**src/core_pkg.sv**
```systemverilog
package core_pkg;

    // datapath and register file sizes
    localparam int xlen       = 32;
    localparam int reg_addr_w = 5;
    localparam int nregs      = 32;

    // 3R and shift-immediate formats, matched on bits 31:15
    localparam logic [16:0] op_add_w  = {6'h00, 4'h0, 2'h1, 5'h00};
    localparam logic [16:0] op_sub_w  = {6'h00, 4'h0, 2'h1, 5'h02};
    localparam logic [16:0] op_slt    = {6'h00, 4'h0, 2'h1, 5'h04};
    localparam logic [16:0] op_sltu   = {6'h00, 4'h0, 2'h1, 5'h05};
    localparam logic [16:0] op_nor    = {6'h00, 4'h0, 2'h1, 5'h08};
    localparam logic [16:0] op_and    = {6'h00, 4'h0, 2'h1, 5'h09};
    localparam logic [16:0] op_or     = {6'h00, 4'h0, 2'h1, 5'h0a};
    localparam logic [16:0] op_xor    = {6'h00, 4'h0, 2'h1, 5'h0b};
    localparam logic [16:0] op_sll_w  = {6'h00, 4'h0, 2'h1, 5'h0e};
    localparam logic [16:0] op_srl_w  = {6'h00, 4'h0, 2'h1, 5'h0f};
    localparam logic [16:0] op_sra_w  = {6'h00, 4'h0, 2'h1, 5'h10};
    localparam logic [16:0] op_slli_w = {6'h00, 4'h1, 2'h0, 5'h01};
    localparam logic [16:0] op_srli_w = {6'h00, 4'h1, 2'h0, 5'h09};
    localparam logic [16:0] op_srai_w = {6'h00, 4'h1, 2'h0, 5'h11};

    // 2RI12 format, only bits 31:22 select the op
    localparam logic [9:0] op_slti   = {6'h00, 4'h8};
    localparam logic [9:0] op_sltui  = {6'h00, 4'h9};
    localparam logic [9:0] op_addi_w = {6'h00, 4'ha};
    localparam logic [9:0] op_andi   = {6'h00, 4'hd};
    localparam logic [9:0] op_ori    = {6'h00, 4'he};
    localparam logic [9:0] op_xori   = {6'h00, 4'hf};

    // 1RI20 format, bits 31:25
    localparam logic [6:0] op_lu12i_w = {6'h05, 1'b0};

    typedef enum logic [3:0] {
        alu_add,
        alu_sub,
        alu_slt,
        alu_sltu,
        alu_and,
        alu_nor,
        alu_or,
        alu_xor,
        alu_sll,
        alu_srl,
        alu_sra,
        alu_lui
    } alu_op_e;

    // how the second operand immediate is built
    typedef enum logic [1:0] {
        imm_ui5,
        imm_ui12,
        imm_si12,
        imm_si20
    } imm_kind_e;

    typedef struct packed {
        alu_op_e                 alu_op;
        logic [xlen-1:0]         src1;
        logic [xlen-1:0]         src2;
        logic [reg_addr_w-1:0]   rd;
        logic                    we;
    } exe_req_t;

    // one register write, also used for every forwarding source
    typedef struct packed {
        logic                    we;
        logic [reg_addr_w-1:0]   rd;
        logic [xlen-1:0]         data;
    } rf_write_t;

endpackage

```
**src/regfile.sv**
```systemverilog
`timescale 1ns/100ps

module regfile (
    input  logic                               clk,
    input  logic                               resetn,
    input  logic [core_pkg::reg_addr_w-1:0]    raddr1,
    input  logic [core_pkg::reg_addr_w-1:0]    raddr2,
    output logic [core_pkg::xlen-1:0]          rdata1,
    output logic [core_pkg::xlen-1:0]          rdata2,
    input  core_pkg::rf_write_t                wr,
    input  logic                               wr_en
);
    logic [core_pkg::xlen-1:0] regs [core_pkg::nregs];

    always_ff @(posedge clk) begin
        if (!resetn) begin
            for (int i = 0; i < core_pkg::nregs; i++) begin
                regs[i] <= '0;
            end
        end else if (wr_en && wr.we && wr.rd != '0) begin
            regs[wr.rd] <= wr.data;
        end
    end

    // r0 is hardwired to zero
    // no write bypass, the result stage forwards that value
    assign rdata1 = (raddr1 == '0) ? '0 : regs[raddr1];
    assign rdata2 = (raddr2 == '0) ? '0 : regs[raddr2];

endmodule

```
**src/decode_stage.sv**
```systemverilog
`timescale 1ns/100ps

module decode_stage (
    input  logic                           clk,
    input  logic                           resetn,
    input  logic                           in_valid,
    input  logic [core_pkg::xlen-1:0]      in_inst,
    output logic                           in_allowin,
    input  logic                           exe_allowin,
    output logic                           exe_valid,
    output core_pkg::exe_req_t             exe_req,
    input  core_pkg::rf_write_t            exe_fwd,
    input  core_pkg::rf_write_t            res_fwd,
    input  logic                           retire_en,
    input  core_pkg::rf_write_t            retire
);
    logic                              valid_q;
    logic [core_pkg::xlen-1:0]         inst_q;
    logic [core_pkg::reg_addr_w-1:0]   rd;
    logic [core_pkg::reg_addr_w-1:0]   rj;
    logic [core_pkg::reg_addr_w-1:0]   rk;
    logic [4:0]                        ui5;
    logic [11:0]                       i12;
    logic [19:0]                       i20;
    core_pkg::alu_op_e                 alu_op;
    core_pkg::imm_kind_e               imm_kind;
    logic                              src2_is_imm;
    logic                              inst_ok;
    logic [core_pkg::xlen-1:0]         imm;
    logic [core_pkg::xlen-1:0]         rf_rdata1;
    logic [core_pkg::xlen-1:0]         rf_rdata2;
    logic [core_pkg::xlen-1:0]         rj_value;
    logic [core_pkg::xlen-1:0]         rk_value;

    // youngest in-flight writer wins, then the register file
    function automatic logic [core_pkg::xlen-1:0] fwd_pick(
        input logic [core_pkg::reg_addr_w-1:0] addr,
        input logic [core_pkg::xlen-1:0]       rf_data,
        input core_pkg::rf_write_t             exe,
        input core_pkg::rf_write_t             res
    );
        if (addr != '0 && exe.we && exe.rd == addr) begin
            return exe.data;
        end else if (addr != '0 && res.we && res.rd == addr) begin
            return res.data;
        end
        return rf_data;
    endfunction

    // no stall source in decode, so it only waits on execute
    assign in_allowin = !valid_q || exe_allowin;
    assign exe_valid  = valid_q;

    always_ff @(posedge clk) begin
        if (!resetn) begin
            valid_q <= 1'b0;
        end else if (in_allowin) begin
            valid_q <= in_valid;
        end
    end

    always_ff @(posedge clk) begin
        if (in_valid && in_allowin) begin
            inst_q <= in_inst;
        end
    end

    assign rd  = inst_q[4:0];
    assign rj  = inst_q[9:5];
    assign rk  = inst_q[14:10];
    assign ui5 = inst_q[14:10];
    assign i12 = inst_q[21:10];
    assign i20 = inst_q[24:5];

    // the three key spaces do not overlap, so order does not matter
    always_comb begin
        alu_op      = core_pkg::alu_add;
        imm_kind    = core_pkg::imm_si12;
        src2_is_imm = 1'b0;
        inst_ok     = 1'b1;
        case (inst_q[31:15])
            core_pkg::op_add_w:  alu_op = core_pkg::alu_add;
            core_pkg::op_sub_w:  alu_op = core_pkg::alu_sub;
            core_pkg::op_slt:    alu_op = core_pkg::alu_slt;
            core_pkg::op_sltu:   alu_op = core_pkg::alu_sltu;
            core_pkg::op_nor:    alu_op = core_pkg::alu_nor;
            core_pkg::op_and:    alu_op = core_pkg::alu_and;
            core_pkg::op_or:     alu_op = core_pkg::alu_or;
            core_pkg::op_xor:    alu_op = core_pkg::alu_xor;
            core_pkg::op_sll_w:  alu_op = core_pkg::alu_sll;
            core_pkg::op_srl_w:  alu_op = core_pkg::alu_srl;
            core_pkg::op_sra_w:  alu_op = core_pkg::alu_sra;
            core_pkg::op_slli_w,
            core_pkg::op_srli_w,
            core_pkg::op_srai_w: begin
                src2_is_imm = 1'b1;
                imm_kind    = core_pkg::imm_ui5;
                alu_op      = (inst_q[31:15] == core_pkg::op_slli_w) ? core_pkg::alu_sll :
                              (inst_q[31:15] == core_pkg::op_srli_w) ? core_pkg::alu_srl :
                                                                       core_pkg::alu_sra;
            end
            default: inst_ok = 1'b0;
        endcase
        case (inst_q[31:22])
            core_pkg::op_slti:   alu_op = core_pkg::alu_slt;
            core_pkg::op_sltui:  alu_op = core_pkg::alu_sltu;
            core_pkg::op_addi_w: alu_op = core_pkg::alu_add;
            core_pkg::op_andi:   alu_op = core_pkg::alu_and;
            core_pkg::op_ori:    alu_op = core_pkg::alu_or;
            core_pkg::op_xori:   alu_op = core_pkg::alu_xor;
            default: ;
        endcase
        if (inst_q[31:22] inside {core_pkg::op_slti, core_pkg::op_sltui, core_pkg::op_addi_w}) begin
            inst_ok     = 1'b1;
            src2_is_imm = 1'b1;
            imm_kind    = core_pkg::imm_si12;
        end
        if (inst_q[31:22] inside {core_pkg::op_andi, core_pkg::op_ori, core_pkg::op_xori}) begin
            inst_ok     = 1'b1;
            src2_is_imm = 1'b1;
            imm_kind    = core_pkg::imm_ui12;
        end
        if (inst_q[31:25] == core_pkg::op_lu12i_w) begin
            inst_ok     = 1'b1;
            src2_is_imm = 1'b1;
            imm_kind    = core_pkg::imm_si20;
            alu_op      = core_pkg::alu_lui;
        end
    end

    always_comb begin
        case (imm_kind)
            core_pkg::imm_ui5:  imm = {{(core_pkg::xlen-5){1'b0}}, ui5};
            core_pkg::imm_ui12: imm = {{(core_pkg::xlen-12){1'b0}}, i12};
            core_pkg::imm_si12: imm = {{(core_pkg::xlen-12){i12[11]}}, i12};
            default:            imm = {i20, 12'b0};
        endcase
    end

    regfile u_regfile (
        .clk    (clk),
        .resetn (resetn),
        .raddr1 (rj),
        .raddr2 (rk),
        .rdata1 (rf_rdata1),
        .rdata2 (rf_rdata2),
        .wr     (retire),
        .wr_en  (retire_en)
    );

    assign rj_value = fwd_pick(rj, rf_rdata1, exe_fwd, res_fwd);
    assign rk_value = fwd_pick(rk, rf_rdata2, exe_fwd, res_fwd);

    // unsupported words and writes to r0 travel on with we low
    always_comb begin
        exe_req.alu_op = alu_op;
        exe_req.src1   = rj_value;
        exe_req.src2   = src2_is_imm ? imm : rk_value;
        exe_req.rd     = rd;
        exe_req.we     = inst_ok && (rd != '0);
    end

endmodule

```
**src/execute_stage.sv**
```systemverilog
`timescale 1ns/100ps

module execute_stage (
    input  logic                   clk,
    input  logic                   resetn,
    input  logic                   in_valid,
    input  core_pkg::exe_req_t     in_req,
    output logic                   in_allowin,
    output logic                   out_valid,
    input  logic                   out_allowin,
    output core_pkg::rf_write_t    out_res,
    output core_pkg::rf_write_t    fwd
);
    logic                          valid_q;
    core_pkg::exe_req_t            req_q;
    logic [core_pkg::xlen-1:0]     alu_res;
    logic [4:0]                    shamt;

    assign in_allowin = !valid_q || out_allowin;
    assign out_valid  = valid_q;

    always_ff @(posedge clk) begin
        if (!resetn) begin
            valid_q <= 1'b0;
        end else if (in_allowin) begin
            valid_q <= in_valid;
        end
    end

    always_ff @(posedge clk) begin
        if (in_valid && in_allowin) begin
            req_q <= in_req;
        end
    end

    // only the low 5 bits count for shifts
    assign shamt = req_q.src2[4:0];

    always_comb begin
        case (req_q.alu_op)
            core_pkg::alu_add:  alu_res = req_q.src1 + req_q.src2;
            core_pkg::alu_sub:  alu_res = req_q.src1 - req_q.src2;
            core_pkg::alu_slt:  alu_res = {31'b0, $signed(req_q.src1) < $signed(req_q.src2)};
            core_pkg::alu_sltu: alu_res = {31'b0, req_q.src1 < req_q.src2};
            core_pkg::alu_and:  alu_res = req_q.src1 & req_q.src2;
            core_pkg::alu_nor:  alu_res = ~(req_q.src1 | req_q.src2);
            core_pkg::alu_or:   alu_res = req_q.src1 | req_q.src2;
            core_pkg::alu_xor:  alu_res = req_q.src1 ^ req_q.src2;
            core_pkg::alu_sll:  alu_res = req_q.src1 << shamt;
            core_pkg::alu_srl:  alu_res = req_q.src1 >> shamt;
            core_pkg::alu_sra:  alu_res = $unsigned($signed(req_q.src1) >>> shamt);
            // lui already has the shifted immediate in src2
            core_pkg::alu_lui:  alu_res = req_q.src2;
            default:            alu_res = '0;
        endcase
    end

    always_comb begin
        out_res.we   = req_q.we;
        out_res.rd   = req_q.rd;
        out_res.data = alu_res;
    end

    // bubble must not match in decode
    always_comb begin
        fwd.we   = valid_q && req_q.we;
        fwd.rd   = req_q.rd;
        fwd.data = alu_res;
    end

endmodule

```
**src/result_stage.sv**
```systemverilog
`timescale 1ns/100ps

module result_stage (
    input  logic                   clk,
    input  logic                   resetn,
    input  logic                   in_valid,
    input  core_pkg::rf_write_t    in_res,
    output logic                   in_allowin,
    output logic                   retire_valid,
    output core_pkg::rf_write_t    retire,
    input  logic                   retire_ready,
    output core_pkg::rf_write_t    fwd
);
    logic                  valid_q;
    core_pkg::rf_write_t   res_q;

    // item stays put until the retire handshake
    assign in_allowin   = !valid_q || retire_ready;
    assign retire_valid = valid_q;
    assign retire       = res_q;

    always_ff @(posedge clk) begin
        if (!resetn) begin
            valid_q <= 1'b0;
        end else if (in_allowin) begin
            valid_q <= in_valid;
        end
    end

    always_ff @(posedge clk) begin
        if (in_valid && in_allowin) begin
            res_q <= in_res;
        end
    end

    always_comb begin
        fwd.we   = valid_q && res_q.we;
        fwd.rd   = res_q.rd;
        fwd.data = res_q.data;
    end

endmodule

```
**src/int_core.sv**
```systemverilog
`timescale 1ns/100ps

module int_core (
    input  logic                       clk,
    input  logic                       resetn,
    input  logic                       in_valid,
    input  logic [core_pkg::xlen-1:0]  in_inst,
    output logic                       in_allowin,
    output logic                       retire_valid,
    output core_pkg::rf_write_t        retire,
    input  logic                       retire_ready
);
    logic                  dec_valid;
    core_pkg::exe_req_t    dec_req;
    logic                  exe_allowin;
    logic                  exe_valid;
    core_pkg::rf_write_t   exe_res;
    core_pkg::rf_write_t   exe_fwd;
    logic                  res_allowin;
    core_pkg::rf_write_t   res_fwd;
    logic                  retire_en;

    // register file write happens on the retire handshake
    assign retire_en = retire_valid && retire_ready;

    decode_stage u_decode (
        .clk         (clk),
        .resetn      (resetn),
        .in_valid    (in_valid),
        .in_inst     (in_inst),
        .in_allowin  (in_allowin),
        .exe_allowin (exe_allowin),
        .exe_valid   (dec_valid),
        .exe_req     (dec_req),
        .exe_fwd     (exe_fwd),
        .res_fwd     (res_fwd),
        .retire_en   (retire_en),
        .retire      (retire)
    );

    execute_stage u_execute (
        .clk         (clk),
        .resetn      (resetn),
        .in_valid    (dec_valid),
        .in_req      (dec_req),
        .in_allowin  (exe_allowin),
        .out_valid   (exe_valid),
        .out_allowin (res_allowin),
        .out_res     (exe_res),
        .fwd         (exe_fwd)
    );

    result_stage u_result (
        .clk          (clk),
        .resetn       (resetn),
        .in_valid     (exe_valid),
        .in_res       (exe_res),
        .in_allowin   (res_allowin),
        .retire_valid (retire_valid),
        .retire       (retire),
        .retire_ready (retire_ready),
        .fwd          (res_fwd)
    );

endmodule

```
**config.mk**
```make
export PLATFORM = sky130hd
export DESIGN_NAME = int_core
export DESIGN_NICKNAME = d
export VERILOG_FILES = /design/src/core_pkg.sv /design/src/regfile.sv /design/src/decode_stage.sv /design/src/execute_stage.sv /design/src/result_stage.sv /design/src/int_core.sv
export SDC_FILE = /design/constraint.sdc
export NUM_CORES = 2
export LEC_CHECK = 0
export BUFFER_PORTS_ARGS = -buffer_cell sky130_fd_sc_hd__buf_2
export CAP_MARGIN = 20
export CORE_ASPECT_RATIO = 1.5
export CORE_MARGIN = 10
export CORE_UTILIZATION = 45
export CTS_CLUSTER_SIZE = 14
export DETAILED_ROUTE_END_ITERATION = 8
export PLACE_DENSITY = 0.62
export SLEW_MARGIN = 20
export SYNTH_ARGS = -nofsm -noshare
export SYNTH_HDL_FRONTEND = slang
export SYNTH_HIERARCHICAL = 1
export SYNTH_SLANG_ARGS = --single-unit
```
**constraint.sdc**
```tcl
create_clock -name clk -period 5.75 [get_ports clk]
set_input_delay 1.15 -clock clk [delete_from_list [all_inputs] [get_ports clk]]
set_output_delay 1.15 -clock clk [all_outputs]
set_load 0.05 [all_outputs]
```
* Yosys cells after proc, flatten, opt, wreduce, memory -nomap -nowiden
Memory sizes are Yosys's and may differ from the RTL's. A register that Yosys moved wholly into a read port is not among the register bits.
Index checks and enable logic that the tools add are counted.
** Word-level totals
- Flip-flop bits (word level) :: 147
- Latch bits :: 0
- Bits in writable memories :: 1024
- ROM bits :: 0
- Input bits :: 36
- Output and inout bits :: 40
- Memories kept :: 1
** Operators by class
- Add/sub/neg operators :: 2
- Multipliers :: 0
- Divide/modulo/power cells :: 0
- Order comparisons :: 2
- Equality and inequality tests :: 38
- Shift operators :: 3
- Muxes and demuxes :: 40
- Bitwise logic cells :: 4
- Reductions and logical operators :: 36
** Memories
- u_decode.u_regfile.regs :: depth 32, width 32, rd ports 2, clocked after memory_dff 2, write ports 32, RTL line regfile.sv:13 : logic [core_pkg::xlen-1:0] regs [core_pkg::nregs];
** Operators with widths (count)
- one-hot mux 32 bit (12 select lines) :: 1
- two-way mux 32 bit :: 10
- == test 17 x 6 -> 1 bit, second input constant :: 11
- one-hot mux 32 bit (3 select lines) :: 1
- less-than comparator 32 bit :: 2
- == test 10 x 4 -> 1 bit, second input constant :: 6
- == test 17 x 8 -> 1 bit, second input constant :: 3
- one-hot mux 4 bit (11 select lines) :: 1
- adder 32 bit :: 1
- AND 32 bit :: 1
- NOT 32 bit :: 1
- OR 32 bit :: 1
- OR reduction 32 bit :: 1
- << shifter 32 x 5 -> 32 bit :: 1
- right shift 32 x 5 -> 32 bit :: 1
- >>> shifter 32 x 5 -> 32 bit :: 1
- subtractor 32 bit :: 1
- bitwise XOR 32 bit :: 1
- one-hot mux 4 bit (6 select lines) :: 1
- == test 5 bit :: 4
- nonzero test 5 bit :: 4
- logical AND 1 bit :: 17
- two-way mux 1 bit :: 17
- == test 4 x 3 -> 1 bit, second input constant :: 4
- 17 further kinds :: 33

* Longest topological paths before layout
- Word-level depth :: 9
- Gate-level depth with buffers :: 18
- Mapped depth without buffers :: 14

* Hierarchy
The synthesis kept the hierarchy.
** By module, submodules not included
- regfile :: instances 1, cells each 3497, area each 54136.9 µm², sequential area each 30749.5 µm²
- execute_stage :: instances 1, cells each 1464, area each 11552.3 µm², sequential area each 2242.2 µm²
- decode_stage :: instances 1, cells each 429, area each 3553.4 µm², sequential area each 980.9 µm²
- result_stage :: instances 1, cells each 81, area each 1483.9 µm², sequential area each 1161.1 µm²
- int_core :: instances 1, cells each 1, area each 6.3 µm², sequential area each 0.0 µm²

* Least setup slack after synthesis
OpenSTA, ideal clock, no wires.
- Path type :: reg-to-reg
- Start point :: register u_execute/req_q[8] in the netlist's numbering
- End point :: register u_execute/req_q[26] in the netlist's numbering, data pin
- Setup time :: 0.269 ns
- Data arrival time :: 4.474 ns
- Required time :: 5.481 ns
- Setup slack :: 1.007 ns
- Stages on the path, launching flop included :: 19
- Buffers on the path :: 5
- Period minus slack after synthesis :: 4.743 ns
- Path through :: edfxtp_1 clkbuf_1 inv_1 buf_2 buf_2 buf_2 clkbuf_1 ha_1 o21ba_1 or4_4 a311oi_1 o21ai_1 o41ai_4 o21ai_2 a211oi_2 a21oi_1 or4_1 nor3_1 a221oi_2
** RTL lines
- from (decl) :: RTL line execute_stage.sv:15 : core_pkg::exe_req_t req_q;
- from (signal assigned) :: RTL line execute_stage.sv:32 : req_q <= in_req;

==> flow_summary.yaml <==
synth:
  synth.distinct_cells: 109
  ys_ff_latch: 1171
  synth_ff_type: "edfxtp_1"
  syn_avg_cell_area_um2: 12.9
  synth_seq_area_share_pct: 49.7
  synthTopCellsByCount: "edfxtp_1 (1168), and2_1 (1006), mux4_2 (509)"
  synth_top_cell_area_share_pct: 49.6
  synth_area_leader_cell: "edfxtp_1"
  synth_edf_count: 1168
  syn_area_um2: 70700
  synth.most_common_cell: "edfxtp_1"
  async_reset_ff_share_pct: 0
  netlist_instances: 5472
  synth_area_leaders: "edfxtp_1 (50%), mux4_2 (16%), and2_1 (8.9%), mux2i_1 (3.5%), clkbuf_1 (2.0%)"
  yosys_warnings: 6
setup_path:
  slowest_delay_ns: 0.55
  required_ns: 6.21
  startpoint: "u_execute/req_q[38]$_DFFE_PP_"
  r2r_slack_ns: 0.87
  crit_buf_inv: 1
  crit_chain: "inv_1 -> ha_1 -> fa_1 -> o21ba_1 -> or4_4 -> a311oi_1 -> o21ai_1 -> o41ai_4 -> a21oi_1 -> o2bb2ai_1 -> o21ai_1 -> o211ai_1 -> nor2_1 -> o31ai_1"
  cp.arrival_ns: 5.33
  path_max_fanout: 6
  cp-start-kind: "register"
  cp-end-kind: "register"
  worstSetupPathType: "register to register"
  timing.critical_path.mode_cell: "o21ai_1"
  r2r-start: "u_execute/req_q[38]$_DFFE_PP_"
  cpMaxStageDelayCell: "o21ai_1"
  cp_top_family: "compound AO/OA/AOI/OAI gates"
sta:
  tns_ns: 0
  slew_headroom_pct: 16.5
  min_period_ns: 4.88
  fmax_mhz: 205
  hold_violations: 0
  fin_hold_ws_ns: 0.451
  clock_skew_ns: 0.0243
  min_period_over_period_pct: 84.8
  grt_setup_unrepaired: "false"
  worst_pin_slew_ns: 1.25
  drv_slew: 0
  setup_viol_count_final: 0
die:
  die_h_um: 506
  rows: 178
  die-area_um2: 174000
  core-area_um2: 157000
  start_util_pct: 45.2
  dieWidth_um: 344
  io_pins: 76
grt:
  grt_use_total_pct: 28.7
  grt_pass1_vias: 50023
  overflow: 0
  antenna_found_initial: 7
  grt_pass1_wl_um: 361000
  grt_max_degree: 94
route:
  drtPass1Iterations: 6
  ant_nets: 0
  via_per_inst: 6.58
  drt-total-wl_um: 255000
  wl_met3_um: 20300
  met1Wirelength_um: 85800
  vias: 49264
  met2_length_um: 129000
  drc: 0
  highest_layer: "met5"
  drt-initial-drc-count: 5666
  detail_route.wl_per_cell_um: 34.0
placed_design:
  place_congestion: 1.03
  port_buffers: 75
  place_hpwl_um: 174000
finish:
  synthToLayoutAreaGrowth_pct: 9.17
  nets: 5453
  final_layout_size_suffix_gt1_share_pct: 21.3
pwr:
  irDropWorstVdd_v: 0.000264
  leakagePower_nw: 27.7
  power_density_nw_per_um2: 270
clock_network:
  ctsResizeCount: 0
  cts_made_buffers: 113
  clock_latency_ns: 0.75
  cts_tree: "done"
  cts-root-buf: "clkbuf_16"
  cts_buffer_depth: 3
  cts.sinks: 1171
  postCtsSetupRepairBufs: 0
  cts.clk_slew.worst_paths_ns: 0.07
  cts_max_level: 3
  holdBufCountCts: 0
worst_hold_path:
  hold_path_class: "register to register"
  min_from: "u_decode/inst_q[4]$_DFFE_PP_"
status:
  outcome: "completed"
run:
  drv_cap: 0
==> flip-flops by register name, summed over array words and instances, names as in the netlist <==
signal / count
u_execute/fwd: 5
u_decode/exe_valid: 1
u_execute/out_valid: 1
u_execute/out_res: 1
u_decode/u_regfile/regs: 1024
u_result/retire: 1
u_execute/req_q: 68
u_result/fwd: 37
u_result/retire_valid: 1
u_decode/inst_q: 32
==> power breakdown <==
part           leakage (nW)  total, W  switching [W]  internal (W)
Clock                  1.85   0.00779        0.00339       0.00440
Combinational          13.9   0.00306        0.00192       0.00114
Sequential             11.9   0.00999       0.000258       0.00973
Total                  27.7    0.0208        0.00557        0.0153
==> kinds of logic after synthesis <==
family,Yosys count,synth area share (%)
xor+xnor,24,0.297
flops,1171,49.7
compound gates,894,8.96
buf+inv,730,4.85
simple gates,1751,14.0
other cells,1,0.00530
mux,799,20.4
fa+ha+maj,102,1.83
==> final timing paths <==
kind	endpoint	cells after the start
setup / recovery	u_execute/req_q[6]$_DFFE_PP_	14
hold / removal	u_execute/fwd[36]$_DFFE_PP_	0
setup reg to reg	u_execute/req_q[6]$_DFFE_PP_	14
hold reg to reg	u_execute/fwd[36]$_DFFE_PP_	0
==> stage by stage <==
| stage | instances | worst slack (ns) | util [%] | total power (W) | cell area [um2] |
|---|---|---|---|---|---|
| 6_report | 7483 | 0.871 | 49.3 | 0.0208 | 77200 |
| 5_1_grt | 7478 | 0.841 | 49.3 | 0.0214 | 77200 |
| 4_1_cts | 7472 | 1.06 | 49.3 | 0.0208 | 77100 |
| 3_5_place_dp | 7265 | 1.10 | 46.8 | 0.0132 | 73300 |
| 3_3_place_gp | 7263 | 1.12 | 46.8 | 0.0131 | 73300 |
| 2_1_floorplan | 5503 | 1.01 | - | 0.0121 | 70800 |
==> layout by cell type, fill, tap and decap left out, types with 23 or more instances in the layout <==
cell,count
nor2_1,166
a22oi_1,23
o22ai_1,95
nand2_1,198
a21oi_1,155
ha_1,100
mux2i_1,247
o31ai_1,23
mux2_2,43
a22o_1,60
clkbuf_16,116
clkinv_1,26
and2_1,1003
nand3_1,55
buf_2,75
a221oi_1,23
a2111oi_0,34
o21ai_0,131
nor2b_1,24
mux4_2,509
o221ai_1,41
conb_1,32
edfxtp_1,1168
buf_4,211
a211oi_1,74
inv_1,114
nor3_1,111
==> area by class of cell <==
| type | count | area (um2) |
|---|---|---|
| inverters | 117 | 439 |
| flip-flops and latches | 1171 | 35100 |
| clock inverters | 74 | 825 |
| clock buffers | 133 | 2970 |
| repair buffers | 310 | 2400 |
| fillers | 13314 | 79300 |
| well taps | 2070 | 2590 |
| diodes | 6 | 15.0 |
| multi-input cells | 3602 | 32800 |
==> routing by layer <==
metal	global-route usage (%)	up-vias
met5	0	-
met4	19.2	6
met3	4.57	835
met2	49.7	2778
li1	-	20570
met1	32.4	25075
No activity file was read; power rests on OpenSTA's default activity.
